==> src/hw/mips_pkg.sv <==
// Shared types and encodings of the MIPS integer core, imported by every RTL module and the testbench.
package mips_pkg;

    typedef logic [31:0] word_t;                // Data or address word.
    typedef logic [4:0]  reg_idx_t;             // Register index.

    localparam reg_idx_t REG_ZERO = 5'd0;       // Hardwired zero register.

    // Upper bits pick the unit, lower bits pick subtract and unsigned compare.
    typedef enum logic [4:0] {
        ALU_NOP  = 5'b00000,
        ALU_SLL  = 5'b00100,
        ALU_SRL  = 5'b00110,
        ALU_SRA  = 5'b00111,
        ALU_ADD  = 5'b10000,
        ALU_SUB  = 5'b10001,
        ALU_SLT  = 5'b10101,
        ALU_SLTU = 5'b10111,
        ALU_OR   = 5'b01000,
        ALU_AND  = 5'b01001,
        ALU_XOR  = 5'b01010,
        ALU_NOR  = 5'b01011
    } alu_op_t;

    typedef enum logic [1:0] {
        A0_ZERO  = 2'd0,                        // Constant zero.
        A0_RS    = 2'd1,                        // Register rs.
        A0_SHAMT = 2'd2                         // Shift amount from immediate.
    } arg0_sel_t;

    typedef enum logic [1:0] {
        A1_ZERO = 2'd0,                         // Constant zero.
        A1_RT   = 2'd1,                         // Register rt.
        A1_IMM  = 2'd2                          // Decoded immediate.
    } arg1_sel_t;

    typedef enum logic [1:0] {
        IMM_SEXT  = 2'd0,                       // Sign-extended low half.
        IMM_ZEXT  = 2'd1,                       // Zero-extended low half.
        IMM_UPPER = 2'd2,                       // Low half moved to upper half.
        IMM_SHAMT = 2'd3                        // The sa field.
    } imm_kind_t;

    // Primary opcodes.
    localparam logic [5:0] OPC_SPECIAL = 6'b000000;
    localparam logic [5:0] OPC_ADDI    = 6'b001000;
    localparam logic [5:0] OPC_ADDIU   = 6'b001001;
    localparam logic [5:0] OPC_SLTI    = 6'b001010;
    localparam logic [5:0] OPC_SLTIU   = 6'b001011;
    localparam logic [5:0] OPC_ANDI    = 6'b001100;
    localparam logic [5:0] OPC_ORI     = 6'b001101;
    localparam logic [5:0] OPC_XORI    = 6'b001110;
    localparam logic [5:0] OPC_LUI     = 6'b001111;
    localparam logic [5:0] OPC_SW      = 6'b101011;

    // SPECIAL function codes.
    localparam logic [5:0] FN_SLL  = 6'b000000;
    localparam logic [5:0] FN_SRL  = 6'b000010;
    localparam logic [5:0] FN_SRA  = 6'b000011;
    localparam logic [5:0] FN_SLLV = 6'b000100;
    localparam logic [5:0] FN_SRLV = 6'b000110;
    localparam logic [5:0] FN_SRAV = 6'b000111;
    localparam logic [5:0] FN_ADD  = 6'b100000;
    localparam logic [5:0] FN_ADDU = 6'b100001;
    localparam logic [5:0] FN_SUB  = 6'b100010;
    localparam logic [5:0] FN_SUBU = 6'b100011;
    localparam logic [5:0] FN_AND  = 6'b100100;
    localparam logic [5:0] FN_OR   = 6'b100101;
    localparam logic [5:0] FN_XOR  = 6'b100110;
    localparam logic [5:0] FN_NOR  = 6'b100111;
    localparam logic [5:0] FN_SLT  = 6'b101010;
    localparam logic [5:0] FN_SLTU = 6'b101011;

endpackage
==> src/hw/mips_core.sv <==
// Top level of the five-stage MIPS integer core, instantiated by the testbench as the DUT.
`timescale 1ns/1ns

module mips_core import mips_pkg::*; #(
    parameter word_t RESET_ADDR = 32'hbfc00000     // First fetch address.
) (
    input  logic  CLK,
    input  logic  RESET_I,
    output word_t caddr,                        // Code bus address phase.
    input  word_t crdata,                       // Code bus data phase.
    output word_t daddr,                        // Store address.
    output logic  dwrite,                       // Store strobe.
    output word_t dwdata                        // Store data, one cycle after strobe.
);

    word_t     ir;                              // Instruction register.
    logic      ir_valid;
    alu_op_t   alu_op;
    arg0_sel_t arg0_sel;
    arg1_sel_t arg1_sel;
    word_t     imm;
    reg_idx_t  rd_index;
    logic      dec_wb_en;                       // Decoded writeback enable.
    logic      store_en;
    word_t     rs_value;                        // Forwarded rs.
    word_t     rt_value;                        // Forwarded rt.
    logic      ex_wb_en;                        // Execute stage forward pair.
    reg_idx_t  ex_rd_index;
    word_t     ex_result;
    logic      wb_en;                           // Writeback stage write port.
    reg_idx_t  wb_rd_index;
    word_t     wb_data;

    mips_fetch #(.RESET_ADDR(RESET_ADDR)) u_fetch (
        .CLK(CLK), .RESET_I(RESET_I), .crdata(crdata), .caddr(caddr),
        .ir(ir), .ir_valid(ir_valid)
    );

    mips_decode u_decode (
        .ir(ir), .ir_valid(ir_valid), .alu_op(alu_op), .arg0_sel(arg0_sel),
        .arg1_sel(arg1_sel), .imm(imm), .rd_index(rd_index), .wb_en(dec_wb_en),
        .store_en(store_en)
    );

    mips_regbank u_regbank (
        .CLK(CLK), .ir(ir), .ex_wb_en(ex_wb_en), .wb_en(wb_en),
        .ex_rd_index(ex_rd_index), .wb_rd_index(wb_rd_index), .ex_result(ex_result),
        .wb_data(wb_data), .rs_value(rs_value), .rt_value(rt_value)
    );

    mips_execute u_execute (
        .CLK(CLK), .RESET_I(RESET_I), .alu_op(alu_op), .arg0_sel(arg0_sel),
        .arg1_sel(arg1_sel), .imm(imm), .rd_index(rd_index), .dec_wb_en(dec_wb_en),
        .store_en(store_en), .rs_value(rs_value), .rt_value(rt_value),
        .ex_wb_en(ex_wb_en), .ex_rd_index(ex_rd_index), .ex_result(ex_result),
        .wb_en(wb_en), .wb_rd_index(wb_rd_index), .wb_data(wb_data),
        .daddr(daddr), .dwdata(dwdata), .dwrite(dwrite)
    );

endmodule

==> src/hw/mips_execute.sv <==
// Execute and writeback stages of the core, also driving the data bus for word stores.
`timescale 1ns/1ns

module mips_execute import mips_pkg::*; (
    input  logic      CLK,
    input  logic      RESET_I,
    input  alu_op_t   alu_op,                   // Decode controls.
    input  arg0_sel_t arg0_sel,
    input  arg1_sel_t arg1_sel,
    input  word_t     imm,
    input  reg_idx_t  rd_index,
    input  logic      dec_wb_en,
    input  logic      store_en,
    input  word_t     rs_value,                 // Forwarded operands.
    input  word_t     rt_value,
    output logic      ex_wb_en,                 // Forward pair of execute stage.
    output reg_idx_t  ex_rd_index,
    output word_t     ex_result,
    output logic      wb_en,                    // Bank write port.
    output reg_idx_t  wb_rd_index,
    output word_t     wb_data,
    output word_t     daddr,
    output word_t     dwdata,
    output logic      dwrite
);

    word_t   arg0;                              // Selected in decode cycle.
    word_t   arg1;
    word_t   st_addr;                           // rs plus offset.
    alu_op_t ex_op;                             // Decode to execute registers.
    word_t   ex_arg0;
    word_t   ex_arg1;
    word_t   ex_addr;
    word_t   ex_sdata;
    logic    ex_store;

    // Operand muxes.
    always_comb begin
        case (arg0_sel)
        A0_RS:    arg0 = rs_value;
        A0_SHAMT: arg0 = imm;
        default:  arg0 = '0;
        endcase
        case (arg1_sel)
        A1_RT:    arg1 = rt_value;
        A1_IMM:   arg1 = imm;
        default:  arg1 = '0;
        endcase
    end

    assign st_addr = rs_value + imm;

    // Enables double as the stage valid bits.
    always_ff @(posedge CLK) begin
        if (RESET_I) begin
            ex_wb_en <= 1'b0;
            ex_store <= 1'b0;
            wb_en    <= 1'b0;
        end else begin
            ex_wb_en <= dec_wb_en;
            ex_store <= store_en;
            wb_en    <= ex_wb_en;
        end
    end

    // Payload registers.
    always_ff @(posedge CLK) begin
        ex_op       <= alu_op;
        ex_arg0     <= arg0;
        ex_arg1     <= arg1;
        ex_rd_index <= rd_index;
        ex_addr     <= st_addr;
        ex_sdata    <= rt_value;
        wb_rd_index <= ex_rd_index;
        wb_data     <= ex_result;
        dwdata      <= ex_sdata;                // Data phase of the store.
    end

    mips_alu u_alu (
        .alu_op(ex_op),
        .arg0(ex_arg0),
        .arg1(ex_arg1),
        .result(ex_result)
    );

    // Address phase of the store.
    assign dwrite = ex_store;
    assign daddr  = ex_addr;

endmodule

==> src/hw/mips_regbank.sv <==
// Register bank of the core, with two forwarded read ports for decode and one write port.
`timescale 1ns/1ns

module mips_regbank import mips_pkg::*; (
    input  logic     CLK,
    input  word_t    ir,                        // Instruction in decode.
    input  logic     ex_wb_en,                  // Execute stage will write.
    input  logic     wb_en,                     // Writeback stage writes now.
    input  reg_idx_t ex_rd_index,
    input  reg_idx_t wb_rd_index,
    input  word_t    ex_result,                 // Combinational ALU result.
    input  word_t    wb_data,
    output word_t    rs_value,
    output word_t    rt_value
);

    word_t    bank [32];                        // r0 slot is never read.
    reg_idx_t rs_index;
    reg_idx_t rt_index;

    // Newest producer wins.
    function automatic word_t read_fwd(reg_idx_t idx);
        word_t val;
        if (ex_wb_en && (ex_rd_index == idx)) begin
            val = ex_result;
        end else if (wb_en && (wb_rd_index == idx)) begin
            val = wb_data;
        end else if (idx == REG_ZERO) begin
            val = '0;
        end else begin
            val = bank[idx];
        end
        return val;
    endfunction

    assign rs_index = ir[25:21];
    assign rt_index = ir[20:16];

    // Forwarded read ports.
    always_comb begin
        rs_value = read_fwd(rs_index);
        rt_value = read_fwd(rt_index);
    end

    // Write port.
    always_ff @(posedge CLK) begin
        if (wb_en) begin
            bank[wb_rd_index] <= wb_data;
        end
    end

endmodule

==> src/hw/mips_decode.sv <==
// Decode stage of the core, turning the IR into ALU, operand, immediate and writeback controls.
`timescale 1ns/1ns

module mips_decode import mips_pkg::*; (
    input  word_t     ir,                       // Instruction register.
    input  logic      ir_valid,
    output alu_op_t   alu_op,
    output arg0_sel_t arg0_sel,
    output arg1_sel_t arg1_sel,
    output word_t     imm,                      // Immediate in final form.
    output reg_idx_t  rd_index,                 // Destination register.
    output logic      wb_en,                    // Register write, valid gated.
    output logic      store_en                  // Word store, valid gated.
);

    localparam int CTL_W = 13;                  // Width of packed table entry.

    logic [CTL_W-1:0] ctl;                      // Table output.
    imm_kind_t        imm_kind;
    logic             tbl_wb;                   // Writes a register.
    logic             tbl_st;                   // Stores a word.
    logic [5:0]       opcode;

    // One table entry, packed as {wb, store, kind, arg0, arg1, op}.
    function automatic logic [CTL_W-1:0] entry(alu_op_t op, arg0_sel_t a0, arg1_sel_t a1,
                                               imm_kind_t kind, logic wb, logic st);
        return {wb, st, kind, a0, a1, op};
    endfunction

    assign opcode = ir[31:26];

    // Decoding table.
    always_comb begin
        casez (ir)
        {OPC_SPECIAL, 5'd0, 15'b?, FN_SLL}:  ctl = entry(ALU_SLL, A0_SHAMT, A1_RT, IMM_SHAMT, 1'b1, 1'b0);
        {OPC_SPECIAL, 5'd0, 15'b?, FN_SRL}:  ctl = entry(ALU_SRL, A0_SHAMT, A1_RT, IMM_SHAMT, 1'b1, 1'b0);
        {OPC_SPECIAL, 5'd0, 15'b?, FN_SRA}:  ctl = entry(ALU_SRA, A0_SHAMT, A1_RT, IMM_SHAMT, 1'b1, 1'b0);
        {OPC_SPECIAL, 20'b?, FN_SLLV}:       ctl = entry(ALU_SLL, A0_RS, A1_RT, IMM_SEXT, 1'b1, 1'b0);
        {OPC_SPECIAL, 20'b?, FN_SRLV}:       ctl = entry(ALU_SRL, A0_RS, A1_RT, IMM_SEXT, 1'b1, 1'b0);
        {OPC_SPECIAL, 20'b?, FN_SRAV}:       ctl = entry(ALU_SRA, A0_RS, A1_RT, IMM_SEXT, 1'b1, 1'b0);
        {OPC_SPECIAL, 20'b?, FN_ADD},                                           // No overflow trap.
        {OPC_SPECIAL, 20'b?, FN_ADDU}:       ctl = entry(ALU_ADD, A0_RS, A1_RT, IMM_SEXT, 1'b1, 1'b0);
        {OPC_SPECIAL, 20'b?, FN_SUB},
        {OPC_SPECIAL, 20'b?, FN_SUBU}:       ctl = entry(ALU_SUB, A0_RS, A1_RT, IMM_SEXT, 1'b1, 1'b0);
        {OPC_SPECIAL, 20'b?, FN_SLT}:        ctl = entry(ALU_SLT, A0_RS, A1_RT, IMM_SEXT, 1'b1, 1'b0);
        {OPC_SPECIAL, 20'b?, FN_SLTU}:       ctl = entry(ALU_SLTU, A0_RS, A1_RT, IMM_SEXT, 1'b1, 1'b0);
        {OPC_SPECIAL, 20'b?, FN_AND}:        ctl = entry(ALU_AND, A0_RS, A1_RT, IMM_SEXT, 1'b1, 1'b0);
        {OPC_SPECIAL, 20'b?, FN_OR}:         ctl = entry(ALU_OR, A0_RS, A1_RT, IMM_SEXT, 1'b1, 1'b0);
        {OPC_SPECIAL, 20'b?, FN_XOR}:        ctl = entry(ALU_XOR, A0_RS, A1_RT, IMM_SEXT, 1'b1, 1'b0);
        {OPC_SPECIAL, 20'b?, FN_NOR}:        ctl = entry(ALU_NOR, A0_RS, A1_RT, IMM_SEXT, 1'b1, 1'b0);
        {OPC_ADDI, 26'b?},
        {OPC_ADDIU, 26'b?}:                  ctl = entry(ALU_ADD, A0_RS, A1_IMM, IMM_SEXT, 1'b1, 1'b0);
        {OPC_SLTI, 26'b?}:                   ctl = entry(ALU_SLT, A0_RS, A1_IMM, IMM_SEXT, 1'b1, 1'b0);
        {OPC_SLTIU, 26'b?}:                  ctl = entry(ALU_SLTU, A0_RS, A1_IMM, IMM_SEXT, 1'b1, 1'b0);
        {OPC_ANDI, 26'b?}:                   ctl = entry(ALU_AND, A0_RS, A1_IMM, IMM_ZEXT, 1'b1, 1'b0);
        {OPC_ORI, 26'b?}:                    ctl = entry(ALU_OR, A0_RS, A1_IMM, IMM_ZEXT, 1'b1, 1'b0);
        {OPC_XORI, 26'b?}:                   ctl = entry(ALU_XOR, A0_RS, A1_IMM, IMM_ZEXT, 1'b1, 1'b0);
        {OPC_LUI, 26'b?}:                    ctl = entry(ALU_OR, A0_ZERO, A1_IMM, IMM_UPPER, 1'b1, 1'b0);
        {OPC_SW, 26'b?}:                     ctl = entry(ALU_NOP, A0_ZERO, A1_ZERO, IMM_SEXT, 1'b0, 1'b1);
        default:                             ctl = entry(ALU_NOP, A0_ZERO, A1_ZERO, IMM_SEXT, 1'b0, 1'b0);
        endcase
    end

    // Unpack the table entry.
    assign tbl_wb   = ctl[12];
    assign tbl_st   = ctl[11];
    assign imm_kind = imm_kind_t'(ctl[10:9]);
    assign arg0_sel = arg0_sel_t'(ctl[8:7]);
    assign arg1_sel = arg1_sel_t'(ctl[6:5]);
    assign alu_op   = alu_op_t'(ctl[4:0]);

    // Immediate forms.
    always_comb begin
        case (imm_kind)
        IMM_ZEXT:  imm = {16'h0, ir[15:0]};
        IMM_UPPER: imm = {ir[15:0], 16'h0};     // LUI.
        IMM_SHAMT: imm = {27'h0, ir[10:6]};     // Constant shifts.
        default:   imm = {{16{ir[15]}}, ir[15:0]};
        endcase
    end

    // SPECIAL forms write rd, the others rt.
    assign rd_index = (opcode == OPC_SPECIAL) ? ir[15:11] : ir[20:16];

    assign wb_en    = ir_valid & tbl_wb & (rd_index != REG_ZERO);  // r0 never written.
    assign store_en = ir_valid & tbl_st;

endmodule

==> src/hw/mips_fetch.sv <==
// Fetch stages of the core, driving the sequential PC on the code bus and capturing the IR.
`timescale 1ns/1ns

module mips_fetch import mips_pkg::*; #(
    parameter word_t RESET_ADDR = 32'hbfc00000
) (
    input  logic  CLK,
    input  logic  RESET_I,
    input  word_t crdata,                       // Instruction for last cycle's address.
    output word_t caddr,                        // Fetch address.
    output word_t ir,                           // Instruction register.
    output logic  ir_valid                      // IR holds a real instruction.
);

    word_t pc;                                  // Address phase PC.
    logic  fd_valid;                            // Data phase carries a fetch.

    assign caddr = pc;                          // Address phase straight from PC.

    // No branches, so the PC only counts up.
    always_ff @(posedge CLK) begin
        if (RESET_I) begin
            pc <= RESET_ADDR;                   // Held at vector during reset.
        end else begin
            pc <= pc + 32'd4;
        end
    end

    // Valid bits follow the fetch from address to data phase.
    always_ff @(posedge CLK) begin
        if (RESET_I) begin
            fd_valid <= 1'b0;
            ir_valid <= 1'b0;
        end else begin
            fd_valid <= 1'b1;                   // Every cycle out of reset fetches.
            ir_valid <= fd_valid;
        end
    end

    // Data phase capture.
    always_ff @(posedge CLK) begin
        ir <= crdata;
    end

endmodule

==> src/hw/mips_alu.sv <==
// Combinational ALU of the execute stage, for arithmetic, compare, logic and shift operations.
`timescale 1ns/1ns

module mips_alu import mips_pkg::*; (
    input  alu_op_t alu_op,
    input  word_t   arg0,                       // Shift amount for shifts.
    input  word_t   arg1,                       // Shifted value for shifts.
    output word_t   result
);

    logic [32:0] arg0_ext;                      // Extended for compare.
    logic [32:0] arg1_ext;
    logic [32:0] addsub;
    word_t       arith;
    word_t       logic_res;
    word_t       shift_res;
    word_t       noarith;

    always_comb begin
        // Bit 1 set means unsigned, so zero-extend.
        arg0_ext = {(alu_op[1] ? 1'b0 : arg0[31]), arg0};
        arg1_ext = {(alu_op[1] ? 1'b0 : arg1[31]), arg1};
        addsub   = alu_op[0] ? (arg0_ext - arg1_ext) : (arg0_ext + arg1_ext);

        // SLT and SLTU keep only the sign of the difference.
        arith = alu_op[2] ? {31'h0, addsub[32]} : addsub[31:0];

        case (alu_op[1:0])
        2'b00:   logic_res = arg0 | arg1;
        2'b01:   logic_res = arg0 & arg1;
        2'b10:   logic_res = arg0 ^ arg1;
        default: logic_res = ~(arg0 | arg1);
        endcase

        case (alu_op[1:0])
        2'b00:   shift_res = arg1 << arg0[4:0];
        2'b10:   shift_res = arg1 >> arg0[4:0];
        default: shift_res = $signed(arg1) >>> arg0[4:0];    // SRA.
        endcase

        noarith = alu_op[3] ? logic_res : shift_res;
        result  = alu_op[4] ? arith : noarith;
    end

endmodule

==> config.mk <==
export PLATFORM = sky130hd
export DESIGN_NAME = mips_core
export DESIGN_NICKNAME = d
export VERILOG_FILES = /design/src/hw/mips_pkg.sv /design/src/hw/mips_core.sv /design/src/hw/mips_execute.sv /design/src/hw/mips_regbank.sv /design/src/hw/mips_decode.sv /design/src/hw/mips_fetch.sv /design/src/hw/mips_alu.sv
export SDC_FILE = /design/constraint.sdc
export NUM_CORES = 2
export LEC_CHECK = 0
export BUFFER_PORTS_ARGS = -buffer_cell sky130_fd_sc_hd__buf_2
export CAP_MARGIN = 15
export CORE_ASPECT_RATIO = 1.1
export CORE_MARGIN = 2
export CORE_UTILIZATION = 55
export DETAILED_ROUTE_END_ITERATION = 6
export GPL_ROUTABILITY_DRIVEN = 1
export GPL_TIMING_DRIVEN = 1
export PLACE_DENSITY = 0.78
export SYNTH_ARGS = -nofsm -noshare
export SYNTH_HDL_FRONTEND = slang
export SYNTH_SLANG_ARGS = --single-unit
==> constraint.sdc <==
create_clock -name CLK -period 7.5 [get_ports CLK]
set_input_delay 1.875 -clock CLK [delete_from_list [all_inputs] [get_ports CLK]]
set_output_delay 1.875 -clock CLK [all_outputs]
set_load 0.1 [all_outputs]
==> impl_summary.log <==
[metrics] largest family of logic cells by synthesized area: multiplexers
[metrics] critical path endpoint category: register
[metrics] outcome: complete, no violations
[metrics] area delta synth->final: 11.5%
[metrics] count of buffers inserted at the top-level ports: 128
[metrics] number of post-CTS setup repair buffers: 0
[metrics] Power Density: 230 nW/µm²
[metrics] Placed Cells incl. Taps: 6225
[metrics] most common cell after layout, fill and taps aside: sky130_fd_sc_hd__edfxtp_1
[metrics] DRC violations left: 0
[metrics] Synth area leader: sky130_fd_sc_hd__edfxtp_1
[metrics] synthesized-area fraction occupied by and/or/nand/nor cells: 5.28%
[metrics] Die Outline Area: 125000 µm²
[metrics] xor and xnor area share after synthesis: 1.40%
[metrics] Final HPWL DP: 146000 µm
[metrics] count of TritonRoute iterations in the first routing pass: 5
[metrics] total global-route track usage: 36.5%
[metrics] total of max-cap violations: 0
[metrics] first-pass GRT wire length: 324000 µm
[metrics] clock sink count: 1298
[metrics] worst max-slew margin expressed relative to the limit: 18.0%
[metrics] post-route antenna net violation count: 0
[metrics] maximum number of pins on one net before global-route repair: 96
[metrics] worst setup margin: 0.349 ns
[metrics] clock latency of the later-clocked register in the worst-skew pair: 0.78 ns
[metrics] final critical delay including setup and external delays: 7.15 ns
[metrics] cell type of the slowest stage on the worst timing path: sky130_fd_sc_hd__or4_1
[metrics] CP peak stage delay: 0.55 ns
[metrics] aggregate routed wire length: 227000 µm
[metrics] clock tree from TritonCTS: yes
[metrics] total number of yosys warnings: 0
[metrics] syn_area_per_cell: 14.5 µm²
[metrics] signal arrival time at the worst endpoint: 7.81 ns
[metrics] clock network fraction of total power: 37.7%
[metrics] # setup viols final: 0
[metrics] actual slew at the worst max-slew pin: 1.23 ns
[metrics] cell count after synthesis: 4624
[metrics] FFs w/ async S/R, synth: 0%
[metrics] overall die width: 337 µm
[metrics] clock-pin slew reported for the worst setup and hold paths after clock tree synthesis: 0.06 ns
[metrics] final hold viol count: 0
[metrics] PnR Total Power: 0.0172 W
[metrics] post-synthesis mux area share: 24.1%
[metrics] critical path required time: 8.16 ns
[metrics] core footprint: 121000 µm²
[metrics] total clock buffers created by CTS: 132
[metrics] row cnt: 134
[metrics] number of enable flip-flop cells after synthesis: 1024
[metrics] number of different library cells in the post-synthesis netlist: 82
[metrics] Post-Synthesis Cell Area: 67000 µm²
[metrics] Detailed Route Iter0 Violations: 6846
[metrics] Max VDD drop: 0.000221 V
[metrics] layout cells sized above 1: 26.4%
[metrics] count of fill cells added during filler insertion: 8788
[metrics] Fin Setup TNS: 0 ns
[metrics] number of placed I/O pins: 131
[metrics] Non-Filler Instances: 6480
[metrics] period utilisation layout: 95.3%
[metrics] Synth Area in Compound Gates: 9.42%
[metrics] number of register bits inferred by synthesis: 1298
[metrics] largest cells by area after synthesis: sky130_fd_sc_hd__edfxtp_1, sky130_fd_sc_hd__mux4_2, sky130_fd_sc_hd__dfxtp_1
[metrics] wire per inst: 35.0 µm
[metrics] sequential cell area fraction in the yosys report: 54.1%
[metrics] Clock Tree Buf Depth: 3
[metrics] adder-cell area share of the yosys netlist: 2.54%
[metrics] top library cells by usage in the layout, fill and taps aside: sky130_fd_sc_hd__edfxtp_1, sky130_fd_sc_hd__mux4_2, sky130_fd_sc_hd__dfxtp_1
[metrics] Switching Share: 28.0%
[metrics] H-tree levels: 4
[metrics] portion of synthesized cell area occupied by the leading cell type: 45.9%
[metrics] number of global-route vias before repair: 46500
[metrics] critical path class: register to register
[metrics] Critical Path Start Type: register
[metrics] Post-Place Setup Slack: 0.123 ns
[metrics] largest fanout on the critical path: 5
[metrics] sequential share of power: 47.4%
[metrics] total gr overflow: 0
[metrics] per-cell via count in the routed design: 7.24
[metrics] cts hold-fix bufs: 0
[metrics] number of antenna violations at the first check in global routing: 8
[metrics] die boundary height: 370 µm
[metrics] maximum clock rate: 0.140 GHz
[metrics] combinational share of power: 14.9%
[metrics] Hold WC Path Type: register to register
[metrics] effective utilization at floorplan: 55.3%
[metrics] total vias in the final route: 46900
[metrics] Fin Clk Skew: 0.0248 ns
[metrics] cell at the root of the clock tree: sky130_fd_sc_hd__clkbuf_16
[metrics] P_leak: 26.1 nW
[metrics] internal portion of total power: 0.0124 W
[metrics] switching power: 0.00481 W
[metrics] Final GP Congestion: 1.03
[metrics] total count of max-transition violations in the final report: 0
[metrics] Synth Flop Type: sky130_fd_sc_hd__edfxtp_1
[metrics] nets: 4910
-- stage by stage --
step                instance area, µm²  hold WS, ns  util [%]
finish                           74700        0.324      61.7
global route                     74700        0.332      61.7
CTS                              74300        0.321      61.3
detailed placement               70100        0.312      57.9
global placement                 70100        0.310      57.9
floorplan                        67000        0.310         -
-- power by group through the flow --
stage / combinational, W / sequential (W) / clock, W
3_5_place_dp: 0.00240 / 0.00835 / 0
3_3_place_gp: 0.00239 / 0.00834 / 0
6_report: 0.00255 / 0.00815 / 0.00648
4_1_cts: 0.00241 / 0.00820 / 0.00651
5_1_grt: 0.00265 / 0.00816 / 0.00678
2_1_floorplan: 0.00113 / 0.00886 / 0
-- registers in the layout, summed over array words and instances (netlist names), 32 cells and up --
| register | flops |
|---|---|
| u_execute.daddr | 32 |
| u_fetch.ir | 32 |
| u_execute.dwdata | 32 |
| u_execute.ex_arg0 | 32 |
| u_execute.ex_sdata | 32 |
| u_execute.wb_data | 32 |
| u_execute.ex_arg1 | 32 |
| u_regbank.bank | 1024 |
-- final timing paths --
path	start	endpoint	slack (ns)	depth (start not counted)
worst max register to register	u_execute.ex_arg1[9]	u_execute.daddr[30]	0.35	30
worst min-delay path	u_execute.ex_sdata[21]	u_execute.dwdata[21]	0.32	0
worst max-delay path	u_execute.ex_arg1[9]	u_execute.daddr[30]	0.35	30
worst min register to register	u_execute.ex_sdata[21]	u_execute.dwdata[21]	0.32	0
-- layer usage --
layer  vias up  track usage, %  share of wire, %
met2      3656            58.0                47
met4         4            25.4               8.3
li1      18900               -                 -
met5         -               0             0.011
met3       935            9.97                12
met1     23500            43.3                33
-- final cells by class --
| type | instances | area [µm²] | share of cell area [%] |
|---|---|---|---|
| timing repair buffer | 350 | 2700 | 3.62 |
| clock buffer | 180 | 3720 | 4.99 |
| antenna | 2 | 5.00 | 0.00670 |
| sequential | 1298 | 36300 | 48.6 |
| multi-input combinational | 2819 | 28900 | 38.8 |
| inverter | 140 | 527 | 0.705 |
| clock inverter | 59 | 462 | 0.618 |
| tap | 1632 | 2040 | 2.73 |
-- synth_stat cells, drive strengths merged, types with 12 or more instances --
cell    number
buf        146
nand2      217
xor2        46
nor4        14
ha         133
a211oi      42
xnor2       61
mux2        65
a22o        46
nor2b       24
inv        134
o21a        26
nor3        43
o31ai       12
nor2       283
a21o        45
or3         24
edfxtp    1024
o211ai      35
a21oi      203
nand3       50
nand2b      20
a31oi       42
and3        33
mux4       589
a22oi       55
a221oi     105
nand4       21
dfxtp      274
o21ai      196
and2        12
mux2i      212
clkbuf     222
-- cells by family after synthesis --
| group | count (synthesis) |
|---|---|
| buffers and inverters | 508 |
| AND/OR/NAND/NOR | 775 |
| AO/OA/AOI/OAI | 934 |
| flip-flops | 1298 |
| other | 1 |
| multiplexers | 866 |
| XOR/XNOR | 107 |
| adder cells (fa/ha/maj) | 135 |
-- critical path, delay by kind of cell, from the launching register on --
family,cells,cell delay [ns]
compound gates,8,1.97
xor+xnor,1,0.14
fa+ha+maj,3,1.10
buf+inv,5,0.65
flops,1,0.31
simple gates,13,2.86
-- what timing repair did --
| item | CTS | global route |
|---|---|---|
| gates resized for setup | 0 | 8 |
| setup endpoints to repair | 0 | 4 |
| endpoints found under the hold margin | 0 | 0 |
Power figures use the tool's default switching activity.
